File: config.mk
export PLATFORM = sky130hd
export DESIGN_NAME = bsr_scheduler
export DESIGN_NICKNAME = d
export VERILOG_FILES = /design/src/bsr_pkg.sv /design/src/bsr_row_fetch.sv /design/src/bsr_block_loader.sv /design/src/bsr_block_issue.sv /design/src/bsr_sched_fsm.sv /design/src/bsr_scheduler.sv
export SDC_FILE = /design/constraint.sdc
export NUM_CORES = 1
export LEC_CHECK = 0
export CORE_MARGIN = 3
export CORE_UTILIZATION = 45
export CTS_CLUSTER_SIZE = 40
export DETAILED_ROUTE_END_ITERATION = 8
export DONT_BUFFER_PORTS = 1
export PLACE_DENSITY = 0.6
export SYNTH_ARGS = -nofsm -noshare
export SYNTH_HDL_FRONTEND = slang
export SYNTH_SLANG_ARGS = --single-unit
File: constraint.sdc
create_clock -name clk -period 16.99 [get_ports clk]
set_input_delay 2.5485 -clock clk [delete_from_list [all_inputs] [get_ports clk]]
set_output_delay 2.5485 -clock clk [all_outputs]
set_load 0.01 [all_outputs]
File: src/bsr_pkg.sv
package bsr_pkg;

    // ====================
    // Data and block geometry
    // ====================
    localparam int DATA_W      = 8;                       // One INT8 weight
    localparam int BLOCK_DIM   = 8;                       // Block is BLOCK_DIM x BLOCK_DIM
    localparam int BLOCK_BYTES = BLOCK_DIM * BLOCK_DIM;   // 64 weights per block
    localparam int BYTE_CNT_W  = $clog2(BLOCK_BYTES);     // Byte counter, 6 bits
    localparam int BLOCK_W     = BLOCK_BYTES * DATA_W;    // Packed block, byte k at [8k+7:8k]

    // Index widths
    localparam int ROW_W = 16;  // Block row numbers, row pointer addresses
    localparam int COL_W = 16;  // Column indices
    localparam int IDX_W = 32;  // Block indices, pointer data, byte addresses

    // ====================
    // State encodings
    // ====================
    typedef enum logic [3:0] {
        S_IDLE,       // Wait for start
        S_ROW_FETCH,  // Request first row
        S_ROW_WAIT,   // Wait for row pointer pair
        S_BLK_LOAD,   // Kick the loader
        S_LOAD_WAIT,  // Block in buffer and array free
        S_ISSUE,      // Hand block to issue stage
        S_NEXT_BLK,   // Wait for handshake, step index
        S_NEXT_ROW,   // Request next row
        S_DRAIN,      // Last computation still running
        S_FINISH      // Raise done
    } sched_state_t;

    typedef enum logic [2:0] {
        LD_IDLE,
        LD_COL_RD,    // Column index read
        LD_COL_CAP,   // Column index capture
        LD_BYTES,     // 64 byte reads
        LD_DONE       // Last byte lands
    } load_state_t;

endpackage

File: src/bsr_row_fetch.sv
`timescale 1ns/1ns

module bsr_row_fetch (
    input  logic                      clk,
    input  logic                      rst_n,
    input  logic                      row_first,
    input  logic                      row_next,
    input  logic [bsr_pkg::ROW_W-1:0] cfg_num_block_rows,
    output logic                      row_ptr_rd_en,
    output logic [bsr_pkg::ROW_W-1:0] row_ptr_rd_addr,
    input  logic [bsr_pkg::IDX_W-1:0] row_ptr_rd_data,
    output logic                      row_valid,
    output logic                      row_empty,
    output logic                      row_last,
    output logic [bsr_pkg::ROW_W-1:0] block_row,
    output logic [bsr_pkg::IDX_W-1:0] block_start,
    output logic [bsr_pkg::IDX_W-1:0] block_end
);
    import bsr_pkg::*;

    logic ph1;  // Start pointer on read port, end pointer being read
    logic ph2;  // End pointer on read port

    // ====================
    // Pointer reads
    // ====================
    // Cycle 0 reads row_ptr[row], cycle 1 reads row_ptr[row+1]
    assign row_ptr_rd_en   = row_first || row_next || ph1;
    assign row_ptr_rd_addr = row_first ? '0 : block_row + ROW_W'(1);  // Counter not yet stepped

    always_ff @(posedge clk or negedge rst_n) begin
        if (!rst_n) begin
            block_row <= '0;
            ph1       <= 1'b0;
            ph2       <= 1'b0;
            row_valid <= 1'b0;
        end else begin
            if (row_first)
                block_row <= '0;
            else if (row_next)
                block_row <= block_row + ROW_W'(1);
            ph1       <= row_first || row_next;
            ph2       <= ph1;
            row_valid <= ph2;  // Three cycles after the request
        end
    end

    // ====================
    // Range capture
    // ====================
    always_ff @(posedge clk) begin
        if (ph1)
            block_start <= row_ptr_rd_data;
        if (ph2) begin
            block_end <= row_ptr_rd_data;
            row_empty <= (row_ptr_rd_data == block_start);                 // No blocks in row
            row_last  <= (block_row == cfg_num_block_rows - ROW_W'(1));
        end
    end

    // Row pointers must be non-decreasing in memory
    a_range_order: assert property (@(posedge clk) disable iff (!rst_n)
        row_valid |-> (block_end >= block_start));

endmodule

File: src/bsr_block_loader.sv
`timescale 1ns/1ns

module bsr_block_loader (
    input  logic                        clk,
    input  logic                        rst_n,
    input  logic                        load_start,
    input  logic [bsr_pkg::IDX_W-1:0]   block_idx,
    output logic                        col_idx_rd_en,
    output logic [bsr_pkg::IDX_W-1:0]   col_idx_rd_addr,
    input  logic [bsr_pkg::COL_W-1:0]   col_idx_rd_data,
    output logic                        block_rd_en,
    output logic [bsr_pkg::IDX_W-1:0]   block_rd_addr,
    input  logic [bsr_pkg::DATA_W-1:0]  block_rd_data,
    output logic                        load_done,
    output logic [bsr_pkg::COL_W-1:0]   block_col,
    output logic [bsr_pkg::BLOCK_W-1:0] block_data
);
    import bsr_pkg::*;

    load_state_t            ld_state;
    logic [IDX_W-1:0]       blk_idx;   // Block being loaded
    logic [BYTE_CNT_W-1:0]  byte_cnt;  // Byte address within block
    logic                   cap_en;    // Byte on read port this cycle
    logic [BYTE_CNT_W-1:0]  cap_idx;   // Which byte it is

    // ====================
    // Memory ports
    // ====================
    assign col_idx_rd_en   = (ld_state == LD_COL_RD);
    assign col_idx_rd_addr = blk_idx;
    assign block_rd_en     = (ld_state == LD_BYTES);
    assign block_rd_addr   = {blk_idx[IDX_W-BYTE_CNT_W-1:0], byte_cnt};  // idx*64 + byte
    assign load_done       = (ld_state == LD_DONE);  // Last byte written on this edge

    // ====================
    // Load sequence
    // ====================
    always_ff @(posedge clk or negedge rst_n) begin
        if (!rst_n) begin
            ld_state <= LD_IDLE;
            byte_cnt <= '0;
            cap_en   <= 1'b0;
        end else begin
            cap_en <= block_rd_en;  // Read data follows address by one cycle
            case (ld_state)
                LD_IDLE: begin
                    if (load_start)
                        ld_state <= LD_COL_RD;
                end
                LD_COL_RD:  ld_state <= LD_COL_CAP;
                LD_COL_CAP: begin
                    byte_cnt <= '0;
                    ld_state <= LD_BYTES;
                end
                LD_BYTES: begin
                    byte_cnt <= byte_cnt + BYTE_CNT_W'(1);
                    if (byte_cnt == BYTE_CNT_W'(BLOCK_BYTES - 1))
                        ld_state <= LD_DONE;
                end
                LD_DONE:    ld_state <= LD_IDLE;
                default:    ld_state <= LD_IDLE;
            endcase
        end
    end

    // Payload registers
    always_ff @(posedge clk) begin
        if (load_start)
            blk_idx <= block_idx;
        if (ld_state == LD_COL_CAP)
            block_col <= col_idx_rd_data;
        cap_idx <= byte_cnt;
        if (cap_en)
            block_data[cap_idx*DATA_W +: DATA_W] <= block_rd_data;  // Byte k at [8k+7:8k]
    end

    // Sequencer must wait for load_done before the next request
    a_start_idle: assert property (@(posedge clk) disable iff (!rst_n)
        load_start |-> (ld_state == LD_IDLE));

endmodule

File: src/bsr_block_issue.sv
`timescale 1ns/1ns

module bsr_block_issue (
    input  logic                        clk,
    input  logic                        rst_n,
    input  logic                        issue_start,
    input  logic [bsr_pkg::BLOCK_W-1:0] block_data,
    input  logic [bsr_pkg::ROW_W-1:0]   block_row,
    input  logic [bsr_pkg::COL_W-1:0]   block_col,
    input  logic                        systolic_ready,
    input  logic                        systolic_done,
    input  logic                        count_clear,
    output logic                        issue_idle,
    output logic                        issue_accepted,
    output logic                        systolic_valid,
    output logic [bsr_pkg::BLOCK_W-1:0] systolic_block,
    output logic [bsr_pkg::ROW_W-1:0]   systolic_block_row,
    output logic [bsr_pkg::COL_W-1:0]   systolic_block_col,
    output logic [bsr_pkg::IDX_W-1:0]   blocks_processed
);
    import bsr_pkg::*;

    logic pending;   // Block latched, computation not finished
    logic finish;    // Done seen after the handshake

    assign issue_idle     = !pending;
    assign issue_accepted = systolic_valid && systolic_ready;    // Handshake cycle
    assign finish         = pending && !systolic_valid && systolic_done;  // Stray done dropped

    // ====================
    // Handshake and completion
    // ====================
    always_ff @(posedge clk or negedge rst_n) begin
        if (!rst_n) begin
            pending          <= 1'b0;
            systolic_valid   <= 1'b0;
            blocks_processed <= '0;
        end else begin
            if (issue_start) begin
                pending        <= 1'b1;
                systolic_valid <= 1'b1;
            end else if (issue_accepted) begin
                systolic_valid <= 1'b0;  // Array owns the block now
            end else if (finish) begin
                pending <= 1'b0;
            end
            if (count_clear)
                blocks_processed <= '0;
            else if (finish)
                blocks_processed <= blocks_processed + IDX_W'(1);
        end
    end

    // Private copy so the loader can refill after the handshake
    always_ff @(posedge clk) begin
        if (issue_start) begin
            systolic_block     <= block_data;
            systolic_block_row <= block_row;
            systolic_block_col <= block_col;
        end
    end

    a_valid_hold: assert property (@(posedge clk) disable iff (!rst_n)
        (systolic_valid && !systolic_ready) |=> (systolic_valid && $stable(systolic_block)
            && $stable(systolic_block_row) && $stable(systolic_block_col)));

endmodule

File: src/bsr_sched_fsm.sv
`timescale 1ns/1ns

module bsr_sched_fsm (
    input  logic                      clk,
    input  logic                      rst_n,
    input  logic                      start,
    // Row fetch side
    output logic                      row_first,
    output logic                      row_next,
    input  logic                      row_valid,
    input  logic                      row_empty,
    input  logic                      row_last,
    input  logic [bsr_pkg::IDX_W-1:0] block_start,
    input  logic [bsr_pkg::IDX_W-1:0] block_end,
    // Loader side
    output logic                      load_start,
    output logic [bsr_pkg::IDX_W-1:0] block_idx,
    input  logic                      load_done,
    // Issue side
    output logic                      issue_start,
    input  logic                      issue_idle,
    input  logic                      issue_accepted,
    output logic                      count_clear,
    // Status
    output logic                      busy,
    output logic                      done
);
    import bsr_pkg::*;

    sched_state_t state;
    logic         loaded;  // Buffer holds a block not yet issued

    // ====================
    // Request pulses
    // ====================
    // Each request state lasts one cycle
    assign row_first   = (state == S_ROW_FETCH);
    assign row_next    = (state == S_NEXT_ROW);
    assign load_start  = (state == S_BLK_LOAD);
    assign issue_start = (state == S_ISSUE);      // Only reached with issue_idle high
    assign count_clear = (state == S_IDLE) && start;

    // ====================
    // Sequencer
    // ====================
    always_ff @(posedge clk or negedge rst_n) begin
        if (!rst_n) begin
            state     <= S_IDLE;
            block_idx <= '0;
            loaded    <= 1'b0;
            busy      <= 1'b0;
            done      <= 1'b0;
        end else begin
            if (load_done)
                loaded <= 1'b1;
            else if (issue_start)
                loaded <= 1'b0;

            case (state)
                S_IDLE: begin
                    if (start) begin
                        busy  <= 1'b1;
                        done  <= 1'b0;  // Held from previous walk until now
                        state <= S_ROW_FETCH;
                    end
                end
                S_ROW_FETCH: state <= S_ROW_WAIT;
                S_ROW_WAIT: begin
                    if (row_valid) begin
                        if (!row_empty) begin
                            block_idx <= block_start;  // First block of the row
                            state     <= S_BLK_LOAD;
                        end else if (row_last) begin
                            state <= S_DRAIN;
                        end else begin
                            state <= S_NEXT_ROW;  // Skip empty row
                        end
                    end
                end
                S_BLK_LOAD: state <= S_LOAD_WAIT;
                S_LOAD_WAIT: begin
                    // Previous block may still be computing
                    if ((loaded || load_done) && issue_idle)
                        state <= S_ISSUE;
                end
                S_ISSUE: state <= S_NEXT_BLK;
                S_NEXT_BLK: begin
                    if (issue_accepted) begin
                        block_idx <= block_idx + IDX_W'(1);
                        if (block_idx + IDX_W'(1) != block_end)
                            state <= S_BLK_LOAD;  // Overlaps with compute
                        else if (row_last)
                            state <= S_DRAIN;
                        else
                            state <= S_NEXT_ROW;
                    end
                end
                S_NEXT_ROW: state <= S_ROW_WAIT;
                S_DRAIN: begin
                    if (issue_idle)
                        state <= S_FINISH;
                end
                S_FINISH: begin
                    busy  <= 1'b0;
                    done  <= 1'b1;
                    state <= S_IDLE;
                end
                default: state <= S_IDLE;
            endcase
        end
    end

    // A start during a walk never relaunches the row fetch
    a_start_busy: assert property (@(posedge clk) disable iff (!rst_n)
        (start && busy) |=> (state != S_ROW_FETCH));

endmodule

File: src/bsr_scheduler.sv
`timescale 1ns/1ns

module bsr_scheduler (
    input  logic                        clk,
    input  logic                        rst_n,
    input  logic                        start,
    input  logic [bsr_pkg::ROW_W-1:0]   cfg_num_block_rows,
    // Row pointer memory
    output logic                        row_ptr_rd_en,
    output logic [bsr_pkg::ROW_W-1:0]   row_ptr_rd_addr,
    input  logic [bsr_pkg::IDX_W-1:0]   row_ptr_rd_data,
    // Column index memory
    output logic                        col_idx_rd_en,
    output logic [bsr_pkg::IDX_W-1:0]   col_idx_rd_addr,
    input  logic [bsr_pkg::COL_W-1:0]   col_idx_rd_data,
    // Block weight memory
    output logic                        block_rd_en,
    output logic [bsr_pkg::IDX_W-1:0]   block_rd_addr,
    input  logic [bsr_pkg::DATA_W-1:0]  block_rd_data,
    // Systolic array
    output logic                        systolic_valid,
    output logic [bsr_pkg::BLOCK_W-1:0] systolic_block,
    output logic [bsr_pkg::ROW_W-1:0]   systolic_block_row,
    output logic [bsr_pkg::COL_W-1:0]   systolic_block_col,
    input  logic                        systolic_ready,
    input  logic                        systolic_done,
    // Status
    output logic                        done,
    output logic                        busy,
    output logic [bsr_pkg::IDX_W-1:0]   blocks_processed
);
    import bsr_pkg::*;

    // ====================
    // Internal nets
    // ====================
    logic               row_first, row_next, row_valid, row_empty, row_last;
    logic [ROW_W-1:0]   block_row;
    logic [IDX_W-1:0]   block_start, block_end, block_idx;
    logic               load_start, load_done;
    logic [COL_W-1:0]   block_col;
    logic [BLOCK_W-1:0] block_data;
    logic               issue_start, issue_idle, issue_accepted, count_clear;

    bsr_sched_fsm u_fsm (
        .clk, .rst_n, .start,
        .row_first, .row_next, .row_valid, .row_empty, .row_last,
        .block_start, .block_end,
        .load_start, .block_idx, .load_done,
        .issue_start, .issue_idle, .issue_accepted, .count_clear,
        .busy, .done
    );

    bsr_row_fetch u_row_fetch (
        .clk, .rst_n, .row_first, .row_next, .cfg_num_block_rows,
        .row_ptr_rd_en, .row_ptr_rd_addr, .row_ptr_rd_data,
        .row_valid, .row_empty, .row_last,
        .block_row, .block_start, .block_end
    );

    bsr_block_loader u_loader (
        .clk, .rst_n, .load_start, .block_idx,
        .col_idx_rd_en, .col_idx_rd_addr, .col_idx_rd_data,
        .block_rd_en, .block_rd_addr, .block_rd_data,
        .load_done, .block_col, .block_data
    );

    bsr_block_issue u_issue (
        .clk, .rst_n, .issue_start,
        .block_data, .block_row, .block_col,
        .systolic_ready, .systolic_done, .count_clear,
        .issue_idle, .issue_accepted,
        .systolic_valid, .systolic_block, .systolic_block_row, .systolic_block_col,
        .blocks_processed
    );

endmodule

==> reports/qor.csv <==
metric;value;unit
status;finished, final reports clean;
cpPeakStageDelay;0.95;ns
start_util;0.456;
grt_start_max_net_pins;182;
synth_compound_area_frac;0.0250;
cap_violations;0;
die_x;328;µm
drive_gt1_frac;0.0797;
area_growth_syn_to_layout;11.7;%
ant_nets;0;
grt_pass1_vias;24503;
grt_usage;0.232;
synth.area.mux_share;0.00134;
cts_tree;built;
cts.sinks;1278;
startpoint_type;flip-flop;
hp-class;reg2reg;
post-route-drc-count;0;
finalHoldViolCount;0;
design.core.area;102000;µm²
cp.required;14.44;ns
synthCells;3024;
root_buffer;clkbuf_16;
p_per_area;120;nW/µm²
synth_area;46600;µm²
synth_top_family_by_area;simple AND/OR/NAND/NOR gates;
worstPathCellList;nand2b_1, nor2_1, or3_1;
cts-buffers-inserted;134;
post_drt_wl_per_cell;28.4;µm
final_nets;3082;
clk_path_buf_depth;3;
setup_tns;0;ns
worstSetupPathType;reg2out;
num_rows;117;
async_flop_share;0.0798;
syn_area_per_cell;15.4;µm²
wl_met2;62700;µm
cts_hold_buf;0;
fin_skew;0.0408;ns
slew_headroom;0.163;
vias;25181;
drt_iter0_drc;2760;
peakVddDrop;0.000101;V
routed_wl;127000;µm
syn_nets;3108;
topRoutingLayerUsed;met4;
ys_seq_area_frac;0.812;
die_area;107000;µm²
critPathSlowestCell;dfrtp_2;
ios;739;
routabilityCongestion;0.933;
synthSimpleGateAreaFrac;0.112;
rsz0062_at_grt;false;
critPathBufInv;0;
place_ws;11.99;ns
critPathArrivalTime;2.87;ns
dr_wl_met3;13300;µm
post_cts_buffers;0;
clk_latency;0.75;ns
cts_max_level;4;
die_y;328;µm
cpLargestDelayFamily;simple AND/OR/NAND/NOR gates;
min_period;5.42;ns
worst_slew_pin_slew;1.25;ns
reg2reg_slack;11.96;ns
ys.flop_type;edfxtp_1;
grt_pass1_wl;179000;µm
synth.distinct_cells;61;
vias_per_cell;5.63;
setup_viol_count_final;0;
ys_seq_elements;1278;
overflow;0;
p_leak;16.7;nW
synthAdderAreaFrac;0.00188;
clock.fmax;0.185;GHz
critPathCaptureType;output port;
clk_pin_slew;0.06;ns
port_buffers;0;
setup_slack;11.57;ns
antenna_found_initial;1;
finalCritPeriodShare;0.319;
met1_length;46500;µm
first_pass_iters;6;
finalMaxSlewViolations;0;
place_hpwl;86500;µm
synth-edff-count;1170;
cp_max_fo;41;
cts_resized;0;
yosysWarningCount;0;
synthXorXnorAreaFrac;0.0282;
## metrics by stage
stage                     hold slack, ns  utilization  area [µm²]  power [mW]  std cells
after floorplan                    0.400            -       46600        3.47       3024
after global placement             0.401        0.468       47800        3.47       4230
final                              0.393        0.509       52000        6.24       4469
after CTS                          0.394        0.509       52000        6.29       4468
after detailed placement           0.405        0.468       47800        3.47       4230
after global routing               0.406        0.509       52000        6.42       4468
## flip-flops by register name (all words and copies together), names as in the netlist, 3 cells and up
name	count
u_issue.systolic_block	512
u_fsm.block_idx	32
u_row_fetch.block_end	32
u_loader.byte_cnt	6
u_loader.cap_idx	6
u_issue.systolic_block_col	16
u_issue.blocks_processed	32
u_fsm.state	4
u_loader.block_col	16
u_row_fetch.block_start	32
u_row_fetch.block_row	16
u_loader.col_idx_rd_addr	32
u_issue.systolic_block_row	16
u_loader.ld_state	3
u_loader.block_data	512
## synth_stat cells (3+ instances only)
master / n / area [µm²]
edfxtp_1: 1170 / 35100
nor2_1: 659 / 2470
clkbuf_1: 139 / 522
nand2_1: 133 / 499
nand3_1: 124 / 621
dfrtp_1: 102 / 2550
nand4_1: 99 / 619
a21oi_1: 91 / 455
xor2_1: 90 / 788
xnor2_1: 60 / 526
o21ai_0: 56 / 280
buf_4: 28 / 210
nor3_1: 27 / 135
inv_1: 26 / 97.6
nor4_1: 24 / 150
or3_1: 21 / 131
o22ai_1: 19 / 119
and3_1: 15 / 93.8
and2_1: 14 / 87.6
buf_1: 13 / 48.8
a31oi_1: 9 / 56.3
and4_1: 8 / 70.1
nor2b_1: 8 / 50.1
ha_1: 7 / 87.6
nand3b_1: 7 / 52.6
buf_2: 6 / 30.0
dfxtp_1: 6 / 120
mux2i_1: 4 / 40.0
nor4_2: 4 / 50.1
o31ai_1: 4 / 30.0
and3b_1: 3 / 26.3
nand2b_1: 3 / 18.8
o32ai_1: 3 / 26.3
or2_2: 3 / 18.8
## per-layer routing
layer,vias to the layer above,track usage
li1,10963,-
met1,12688,0.276
met2,1297,0.386
met3,233,0.0877
met4,0,0.0827
met5,-,0
## report_power, final
group | total, mW | internal (mW) | leakage (nW) | switching [mW]
Sequential | 3.39 | 3.39 | 12.0 | 0.00366
Combinational | 0.0154 | 0.00711 | 2.62 | 0.00834
Clock | 2.83 | 1.62 | 2.05 | 1.22
## cells by family (layout without fill, tap and decap cells)
logic type,count (synthesis),in the layout
buffers and inverters,213,289
adder cells (fa/ha/maj),7,7
XOR/XNOR,150,150
AND/OR/NAND/NOR,1166,1166
flip-flops,1278,1278
other,0,1
AO/OA/AOI/OAI,204,204
multiplexers,6,6
## path summary, 6_finish.rpt
kind                                               start                            to  cells after the start
worst max-delay path                      u_fsm.state[2]                 row_ptr_rd_en                      3
worst min-delay path            u_loader.block_data[150]   u_issue.systolic_block[150]                      0
worst max register to register       u_loader.cap_idx[0]      u_loader.block_data[373]                      6
worst min register to register  u_loader.block_data[150]   u_issue.systolic_block[150]                      0
max in group asynchronous                          rst_n  u_issue.blocks_processed[18]                      0
min in group asynchronous                          rst_n           u_fsm.block_idx[29]                      0
## layout make-up
| cell class | count | area [µm²] |
|---|---|---|
| clock buffer | 161 | 3530 |
| inverter | 26 | 105 |
| fill | 8455 | 50100 |
| antenna | 1 | 2.50 |
| tap | 1368 | 1710 |
| sequential | 1278 | 37800 |
| multi-input combinational | 1533 | 7950 |
| timing repair buffer | 25 | 200 |
| clock inverter | 77 | 726 |
## cells in the final DEF (no fill, tap or decap), types with 4 or more instances in the layout
| cell type | netlist | routed |
|---|---|---|
| nand3_1 | 124 | 120 |
| xnor2_1 | 60 | 59 |
| nand2_2 | 0 | 4 |
| a21oi_1 | 91 | 90 |
| o21ai_0 | 56 | 56 |
| nand3b_1 | 7 | 7 |
| mux2i_1 | 4 | 4 |
| nor2b_1 | 8 | 8 |
| clkinv_2 | 0 | 14 |
| clkinv_8 | 0 | 4 |
| clkbuf_1 | 139 | 22 |
| nor3_1 | 27 | 25 |
| a31oi_1 | 9 | 9 |
| and3_1 | 15 | 15 |
| o31ai_1 | 4 | 4 |
| o22ai_1 | 19 | 19 |
| edfxtp_1 | 1170 | 1170 |
| dfxtp_1 | 6 | 5 |
| and4_1 | 8 | 8 |
| ha_1 | 7 | 7 |
| buf_4 | 28 | 24 |
| clkinvlp_4 | 0 | 6 |
| nor4_1 | 24 | 23 |
| inv_6 | 0 | 5 |
| and2_1 | 14 | 12 |
| nand3_2 | 2 | 5 |
| clkinv_1 | 0 | 33 |
| nand4_1 | 99 | 99 |
| dfrtp_1 | 102 | 99 |
| nor2_1 | 659 | 656 |
| xor2_1 | 90 | 90 |
| bufinv_16 | 0 | 8 |
| nand2_1 | 133 | 129 |
| inv_1 | 26 | 25 |
| clkbuf_16 | 0 | 136 |
| nor4_2 | 4 | 5 |
| or3_1 | 21 | 21 |
## worst register-to-register path: cells and delay by family (launching register included)
kind,cells,cell delay [ns]
simple gates,5,3.77
fa+ha+maj,1,0.31
flops,1,0.59
Power figures use the tool's default switching activity.
